--- config.mk ---
export PLATFORM = sky130hd
export DESIGN_NAME = MonopixTop
export DESIGN_NICKNAME = d
export VERILOG_FILES = /design/src/MonopixPkg.sv /design/src/ConfigReg.sv /design/src/HitStamper.sv /design/src/HitFifo.sv /design/src/ReadoutCtrl.sv /design/src/MonopixTop.sv
export SDC_FILE = /design/constraint.sdc
export NUM_CORES = 1
export LEC_CHECK = 0
export BUFFER_PORTS_ARGS = -buffer_cell sky130_fd_sc_hd__buf_4
export CAP_MARGIN = 5
export CORE_MARGIN = 2
export CORE_UTILIZATION = 55
export CTS_CLUSTER_SIZE = 14
export DETAILED_ROUTE_END_ITERATION = 8
export PLACE_DENSITY_LB_ADDON = 0.2
export SLEW_MARGIN = 10
export SYNTH_ARGS = -nofsm -noshare
export SYNTH_HDL_FRONTEND = slang
export SYNTH_SLANG_ARGS = --single-unit
--- constraint.sdc ---
create_clock -name ClkBx -period 2.7 [get_ports ClkBx]
set_input_delay 0.27 -clock ClkBx [delete_from_list [all_inputs] [get_ports ClkBx]]
set_output_delay 0.27 -clock ClkBx [all_outputs]
set_load 0.1 [all_outputs]
--- src/MonopixPkg.sv ---
package MonopixPkg;

    // Periphery dimensions
    localparam int NumFlavors  = 4;    // PmosNosf, Pmos, Comp, Hv
    localparam int NumCols     = 8;    // Columns per flavor
    localparam int BcidWidth   = 6;
    localparam int FifoDepth   = 4;    // Events per flavor buffer
    localparam int FlavorWidth = $clog2(NumFlavors);

    // One bit per column of one flavor
    typedef logic [NumCols-1:0] colVecT;

    // All columns, indexed by flavor first
    typedef colVecT [NumFlavors-1:0] hitVecT;

    // Configuration word, first member sits at the MSB end of the chain
    typedef struct packed {
        logic [NumFlavors-1:0] EnFlavor;    // Event generation per flavor
        logic [NumFlavors-1:0] EnHitOr;     // Hit-OR output per flavor
        colVecT                ColPulseSel; // Injection columns, shared by all flavors
        hitVecT                MaskCol;     // 1 enables the column
    } confT;

    localparam int ConfWidth = $bits(confT);

    // Everything enabled, no injection
    localparam confT ConfDefault = '{
        EnFlavor:    '1,
        EnHitOr:     '1,
        ColPulseSel: '0,
        MaskCol:     '1
    };

    // One captured hit event of a single flavor
    typedef struct packed {
        colVecT                 Cols;
        logic [BcidWidth-1:0]   Bcid;  // Gray coded
    } eventT;

    // Word handed out over the req/ack port
    typedef struct packed {
        logic [FlavorWidth-1:0] Flavor;
        colVecT                 Cols;
        logic [BcidWidth-1:0]   Bcid;
    } outWordT;

endpackage

--- src/ConfigReg.sv ---
`timescale 1ns/1ps

module ConfigReg import MonopixPkg::*; (
    input  logic ClkBx,
    input  logic reset_ff,
    input  logic ConfShiftEn,
    input  logic ConfSi,
    input  logic ConfLoad,
    output logic ConfSo,
    output confT Conf
);

    logic [ConfWidth-1:0] chain;

    // Serial chain, LSB in and MSB out
    always_ff @(posedge ClkBx) begin
        if (reset_ff) begin
            chain <= ConfDefault;
        end else if (ConfShiftEn) begin
            chain <= {chain[ConfWidth-2:0], ConfSi};
        end
    end

    assign ConfSo = chain[ConfWidth-1];

    // Active copy seen by the periphery
    always_ff @(posedge ClkBx) begin
        if (reset_ff) begin
            Conf <= ConfDefault;
        end else if (ConfLoad) begin
            Conf <= confT'(chain);
        end
    end

    // A load during a shift would latch a half-shifted word
    assert property (@(posedge ClkBx) disable iff (reset_ff)
        !(ConfLoad && ConfShiftEn))
        else $error("ConfLoad asserted while the chain is shifting");

endmodule

--- src/HitStamper.sv ---
`timescale 1ns/1ps

module HitStamper import MonopixPkg::*; (
    input  logic                  ClkBx,
    input  logic                  reset_ff,
    input  hitVecT                Hit,
    input  logic                  Pulse,
    input  logic                  ResetBcid,
    input  confT                  Conf,
    output eventT [NumFlavors-1:0] Events,
    output logic [NumFlavors-1:0] EventValid,
    output logic [NumFlavors-1:0] HitOr
);

    hitVecT               effHit;
    hitVecT               prevHit;   // Last sample for edge detection
    hitVecT               rising;
    logic                 resetBcidQ;
    logic [BcidWidth-1:0] bcidBin;
    logic [BcidWidth-1:0] bcidGray;

    // Injected pulse is shared by all flavors, mask is per column
    always_comb begin
        for (int f = 0; f < NumFlavors; f++) begin
            effHit[f] = (Hit[f] | ({NumCols{Pulse}} & Conf.ColPulseSel)) & Conf.MaskCol[f];
        end
    end

    assign rising = effHit & ~prevHit;

    // Timestamp counter
    always_ff @(posedge ClkBx) begin
        if (reset_ff) begin
            resetBcidQ <= 1'b0;
            bcidBin    <= '0;
        end else begin
            resetBcidQ <= ResetBcid;
            if (resetBcidQ) begin
                bcidBin <= '0;
            end else begin
                bcidBin <= bcidBin + 1'b1;
            end
        end
    end

    assign bcidGray = bcidBin ^ (bcidBin >> 1);

    always_ff @(posedge ClkBx) begin
        if (reset_ff) begin
            prevHit    <= '0;
            EventValid <= '0;
            HitOr      <= '0;
        end else begin
            prevHit <= effHit;
            for (int f = 0; f < NumFlavors; f++) begin
                EventValid[f] <= (|rising[f]) & Conf.EnFlavor[f];
                HitOr[f]      <= (|effHit[f]) & Conf.EnHitOr[f];
            end
        end
    end

    // Event payload, qualified by EventValid
    always_ff @(posedge ClkBx) begin
        for (int f = 0; f < NumFlavors; f++) begin
            Events[f] <= '{Cols: rising[f], Bcid: bcidGray};
        end
    end

endmodule

--- src/HitFifo.sv ---
`timescale 1ns/1ps

module HitFifo import MonopixPkg::*; #(
    parameter int Depth = FifoDepth  // Power of two
) (
    input  logic  ClkBx,
    input  logic  reset_ff,
    input  logic  Push,
    input  eventT PushData,
    input  logic  Pop,
    output eventT Head,
    output logic  Empty,
    output logic  Full
);

    localparam int AddrWidth = $clog2(Depth);

    eventT                mem [Depth];
    logic [AddrWidth-1:0] rdPtr;
    logic [AddrWidth-1:0] wrPtr;
    logic [AddrWidth:0]   count;
    logic                 doPush;
    logic                 doPop;

    assign Empty  = (count == '0);
    assign Full   = (count == (AddrWidth+1)'(Depth));
    assign doPush = Push & ~Full;   // Overflow events are lost
    assign doPop  = Pop & ~Empty;
    assign Head   = mem[rdPtr];

    always_ff @(posedge ClkBx) begin
        if (reset_ff) begin
            rdPtr <= '0;
            wrPtr <= '0;
            count <= '0;
        end else begin
            if (doPush) wrPtr <= wrPtr + 1'b1;  // Wraps at Depth
            if (doPop)  rdPtr <= rdPtr + 1'b1;
            count <= count + (AddrWidth+1)'(doPush) - (AddrWidth+1)'(doPop);
        end
    end

    always_ff @(posedge ClkBx) begin
        if (doPush) begin
            mem[wrPtr] <= PushData;
        end
    end

    // Readout must only pop a flavor it saw as non-empty
    assert property (@(posedge ClkBx) disable iff (reset_ff) Pop |-> !Empty)
        else $error("Pop on an empty event buffer");

endmodule

--- src/ReadoutCtrl.sv ---
`timescale 1ns/1ps

module ReadoutCtrl import MonopixPkg::*; (
    input  logic                   ClkBx,
    input  logic                   reset_ff,
    input  logic [NumFlavors-1:0]  Empty,
    input  eventT [NumFlavors-1:0] Head,
    input  logic                   OutAck,
    output logic [NumFlavors-1:0]  Pop,
    output outWordT                OutWord,
    output logic                   OutReq
);

    typedef enum logic [1:0] {
        Idle,
        Request,   // OutReq high, waiting for ack
        Release    // Waiting for ack to drop
    } stateT;

    stateT                  state;
    logic [FlavorWidth-1:0] rrPtr;   // Flavor served last
    logic [FlavorWidth-1:0] sel;
    logic                   found;

    // Search starts one past the last served flavor
    always_comb begin
        logic [FlavorWidth-1:0] idx;
        found = 1'b0;
        sel   = rrPtr;
        for (int i = 1; i <= NumFlavors; i++) begin
            idx = rrPtr + FlavorWidth'(i);
            if (!found && !Empty[idx]) begin
                found = 1'b1;
                sel   = idx;
            end
        end
    end

    always_comb begin
        Pop = '0;
        if (state == Idle && found) Pop[sel] = 1'b1;
    end

    always_ff @(posedge ClkBx) begin
        if (reset_ff) begin
            state  <= Idle;
            rrPtr  <= FlavorWidth'(NumFlavors - 1);  // First pick is flavor 0
            OutReq <= 1'b0;
        end else begin
            case (state)
                Idle: if (found) begin
                    rrPtr  <= sel;
                    OutReq <= 1'b1;
                    state  <= Request;
                end
                Request: if (OutAck) begin
                    OutReq <= 1'b0;
                    state  <= Release;
                end
                Release: if (!OutAck) state <= Idle;
                default: state <= Idle;
            endcase
        end
    end

    // Word latched together with the pop
    always_ff @(posedge ClkBx) begin
        if (state == Idle && found) begin
            OutWord <= '{Flavor: sel, Cols: Head[sel].Cols, Bcid: Head[sel].Bcid};
        end
    end

    assert property (@(posedge ClkBx) disable iff (reset_ff)
        OutReq && $past(OutReq) |-> $stable(OutWord))
        else $error("OutWord changed during a request");

endmodule

--- src/MonopixTop.sv ---
`timescale 1ns/1ps

module MonopixTop import MonopixPkg::*; (
    input  logic                  ClkBx,
    input  logic                  reset_ff,
    input  logic                  ConfShiftEn,
    input  logic                  ConfSi,
    input  logic                  ConfLoad,
    input  hitVecT                Hit,
    input  logic                  Pulse,
    input  logic                  ResetBcid,
    input  logic                  OutAck,
    output logic                  ConfSo,
    output logic [NumFlavors-1:0] HitOr,
    output outWordT               OutWord,
    output logic                  OutReq
);

    confT                   conf;
    eventT [NumFlavors-1:0] events;
    logic [NumFlavors-1:0]  eventValid;
    eventT [NumFlavors-1:0] fifoHead;
    logic [NumFlavors-1:0]  fifoEmpty;
    logic [NumFlavors-1:0]  fifoPop;

    ConfigReg ConfigReg (
        .ClkBx       (ClkBx),
        .reset_ff    (reset_ff),
        .ConfShiftEn (ConfShiftEn),
        .ConfSi      (ConfSi),
        .ConfLoad    (ConfLoad),
        .ConfSo      (ConfSo),
        .Conf        (conf)
    );

    HitStamper HitStamper (
        .ClkBx      (ClkBx),
        .reset_ff   (reset_ff),
        .Hit        (Hit),
        .Pulse      (Pulse),
        .ResetBcid  (ResetBcid),
        .Conf       (conf),
        .Events     (events),
        .EventValid (eventValid),
        .HitOr      (HitOr)
    );

    // One buffer per flavor
    for (genvar f = 0; f < NumFlavors; f++) begin : gFifo
        HitFifo #(.Depth(FifoDepth)) HitFifo (
            .ClkBx    (ClkBx),
            .reset_ff (reset_ff),
            .Push     (eventValid[f]),
            .PushData (events[f]),
            .Pop      (fifoPop[f]),
            .Head     (fifoHead[f]),
            .Empty    (fifoEmpty[f]),
            .Full     ()
        );
    end

    ReadoutCtrl ReadoutCtrl (
        .ClkBx    (ClkBx),
        .reset_ff (reset_ff),
        .Empty    (fifoEmpty),
        .Head     (fifoHead),
        .OutAck   (OutAck),
        .Pop      (fifoPop),
        .OutWord  (OutWord),
        .OutReq   (OutReq)
    );

endmodule

==> results.toml <==
[global_routing]
antenna_found_initial = 0
met3_usage = 0.0299
grt-ovfl-total = 0
top_usage_layer = "met2"
gr-usage-met2 = 0.335
grt_max_degree = 101
grt_pass1_wl_um = 51600
grt_util_all_layers = 0.202
grt_util_met1 = 0.274
grt_pass1_vias = 9531

[power]
peakVddDrop_mv = 0.788
p_int_uw = 14100
powerDensity_nw_per_um2 = 1040
p_seq_frac = 0.426
leakagePower_uw = 0.00733
switching_share = 0.312
power_uw = 20500
p_clk_frac = 0.309
p_switching_uw = 6380
pwr-share-comb = 0.265

[placed_design]
portBuffers = 61
placed_area_um2 = 18100
place_congestion = 0.797
hpwlAfterDp_um = 21600
numPlacedInstances = 1617

[yosys]
synth_area_leaders = "edfxtp_1, dfxtp_1, mux4_2, a211o_1, nor2b_1"
syn-mean-instance-area_um2 = 14.4
yosys.area.top_type = "edfxtp_1"
synth_top_area_share = 0.422
ys.flop_type = "edfxtp_1"
synth.net_count = 1253
synthArstFlopShare = 0
synth_edf_count = 240
ys_ff_latch = 462
syn_inst = 1181
syn_area_um2 = 17100
ys_types = 46
ys_seq_area_frac = 0.683
ys_warn_count = 0

[worst_setup_path]
cp-start-kind = "flop"
critPathBufInv = 3
cp_data_required_time_ns = 3.14
regToRegSetupSlack_ns = 0.02
rr_startpoint = "gFifo[1].HitFifo.count[1]"
cpMaxStageDelayCell = "or3_4"
max_stage_delay_ns = 0.41
cp_max_fo = 4
crit_type = "reg -> reg"
endpoint_kind = "flop"
crit_family = "simple AND/OR/NAND/NOR gates"
r2r_cells = 13
r2r_end = "gFifo[1].HitFifo.count[2]"
worstPathArrival_ns = 3.11
path_cells = "or3_4 > nor4_4 > or3_4 > buf_6 > nor3_4 > ha_1 > inv_1 > ha_1 > inv_1 > fa_2 > xor2_2 > xnor2_1 > nor2_1"

[final_layout]
layout_commonest_cell = "edfxtp_1"
final_cell_mix = "edfxtp_1, dfxtp_1, nor2_1"
final_design_area_no_fill_um2 = 19800
n_antenna_cell = 0
syn2layout_area_growth_pct = 15.8
fillers = 2264
num-nets-final = 1345
drive_gt1_frac = 0.205
finalNonFillerCells = 1706

[sta]
slew_viol_final = 0
slew_headroom = 0.410
fmax_ghz = 0.374
rsz0062_at_grt = "true"
skew_ns = 0.0166
tns_ns = 0
min_period_ns = 2.68
hold_viol = 0
timing.final.crit_share = 0.992
worst_pin_slew_ns = 0.885
setup_viol = 0

[detailed_routing]
drc = 0
vias_per_cell = 5.50
ant_nets = 0
drt_iter0_drc = 721
wl_per_cell_um = 19.1
vias = 9376
first_pass_iters = 5
wirelength_um = 32700

[clocking]
root_buffer = "clkbuf_16"
htree_num_levels = 2
cts_buffers = 45
cts_tree = "built"
clk_latency_ns = 0.54
cts_buffer_depth = 3
cts_num_sinks = 462
clk_pin_slew_ns = 0.06

[worst_hold_path]
worstHoldStart = "ResetBcid"
holdPathEnd = "HitStamper.resetBcidQ"
min_path_cells = 2
worstHoldPathType = "in -> reg"

[floorplan]
die_h_um = 180
pin_count = 62
die-area_um2 = 32400
placeableCoreArea_um2 = 30600
chipWidth_um = 180
initial_core_util = 0.558
rows = 64

[run_status]
outcome = "finished clean"

[run]
cap_violations = 0
synthesized netlist by cell type, types with 20 or more instances:
library cell and number:
o21ai_0 33, mux4_2 56, and2_1 24, nor2b_1 92, clkbuf_1 42, a211o_1 82
inv_1 26, a21oi_1 37, ha_1 28, nor2_1 117, mux2i_1 20, edfxtp_1 240
dfxtp_1 222, nand2_1 30
metal layers:
layer | share of wire | routed length (um)
met1 | 0.45 | 14700
met2 | 0.48 | 15800
met3 | 0.039 | 1280
met4 | 0.028 | 916
met5 | 0 | 0
power groups by stage:
stage	clock network, uW	logic, uW	registers, uW
4_1_cts	6430	5360	8720
2_1_floorplan	0	3030	9720
5_1_grt	6710	5870	8800
3_5_place_dp	0	5210	8860
6_report	6320	5420	8710
3_3_place_gp	0	5110	8820
repair_timing:
item / 4_1_cts / 5_1_grt
setup buffers: 2 / 1
hold endpoints to repair: 3 / 0
pin swaps: 8 / 10
setup endpoints to repair: 4 / 4
hold buffers: 2 / 0
gates resized for setup: 8 / 7
registers in the layout, indices dropped and copies added (netlist names), 8 cells and up, named ones only:
signal               flops
gFifo.HitFifo.rdPtr      8
ConfigReg.chain         48
ReadoutCtrl.OutWord     16
ConfigReg.Conf          48
gFifo.HitFifo.mem      224
gFifo.HitFifo.count     12
HitStamper.Events       38
HitStamper.prevHit      32
gFifo.HitFifo.wrPtr      8
cell families (layout without fill, tap and decap cells):
family / after synthesis / in the layout / share of synthesized area
flops: 462 / 462 / 0.683
fa+ha+maj: 32 / 32 / 0.0252
buf+inv: 92 / 221 / 0.0219
simple gates: 319 / 319 / 0.0973
compound gates: 178 / 178 / 0.0744
xor+xnor: 18 / 18 / 0.00924
mux: 80 / 80 / 0.0892
area by class of cell:
type,instances,area (um^2),share of cell area
inverter,28,113,0.00570
clock buffer,68,1370,0.0692
multi-input combinational,627,5130,0.260
tap,396,495,0.0251
sequential,462,11700,0.590
timing repair buffer,109,843,0.0427
clock inverter,16,158,0.00798
worst reg2reg max path, delay by kind of cell, from the launching register on:
family | cells | cell delay (ns)
DFF | 1 | 0.32
buffers and inverters | 3 | 0.22
and+or+nand+nor | 5 | 1.01
adders and majority gates | 3 | 0.74
xor gates and xnor gates | 2 | 0.28
stage by stage:
| step | worst slack (ns) | util | hold WS (ns) |
|---|---|---|---|
| 3_3_place_gp | -0.0228 | 0.592 | 0.382 |
| 6_report | 0.0229 | 0.646 | 0.0728 |
| 4_1_cts | 0.0149 | 0.645 | 0.0490 |
| 3_5_place_dp | -0.0737 | 0.592 | 0.387 |
| 5_1_grt | -0.142 | 0.646 | 0.0585 |
| 2_1_floorplan | -0.0939 | - | 0.373 |
worst max path at each step:
stage | from | to | slack [ns] | depth (start not counted)
3_3_place_gp | gFifo[3].HitFifo.count[0] | gFifo[0].HitFifo.count[2] | -0.02 | 13
6_report | gFifo[1].HitFifo.count[1] | gFifo[1].HitFifo.count[2] | 0.02 | 13
4_1_cts | gFifo[2].HitFifo.count[0] | gFifo[1].HitFifo.count[2] | 0.01 | 13
5_1_grt | gFifo[1].HitFifo.count[1] | gFifo[1].HitFifo.count[2] | -0.14 | 13
2_1_floorplan | gFifo[3].HitFifo.count[0] | gFifo[0].HitFifo.count[2] | -0.09 | 16
3_5_place_dp | gFifo[3].HitFifo.count[0] | gFifo[1].HitFifo.count[2] | -0.07 | 13
Note: power is estimated with default switching activity, not from simulation.
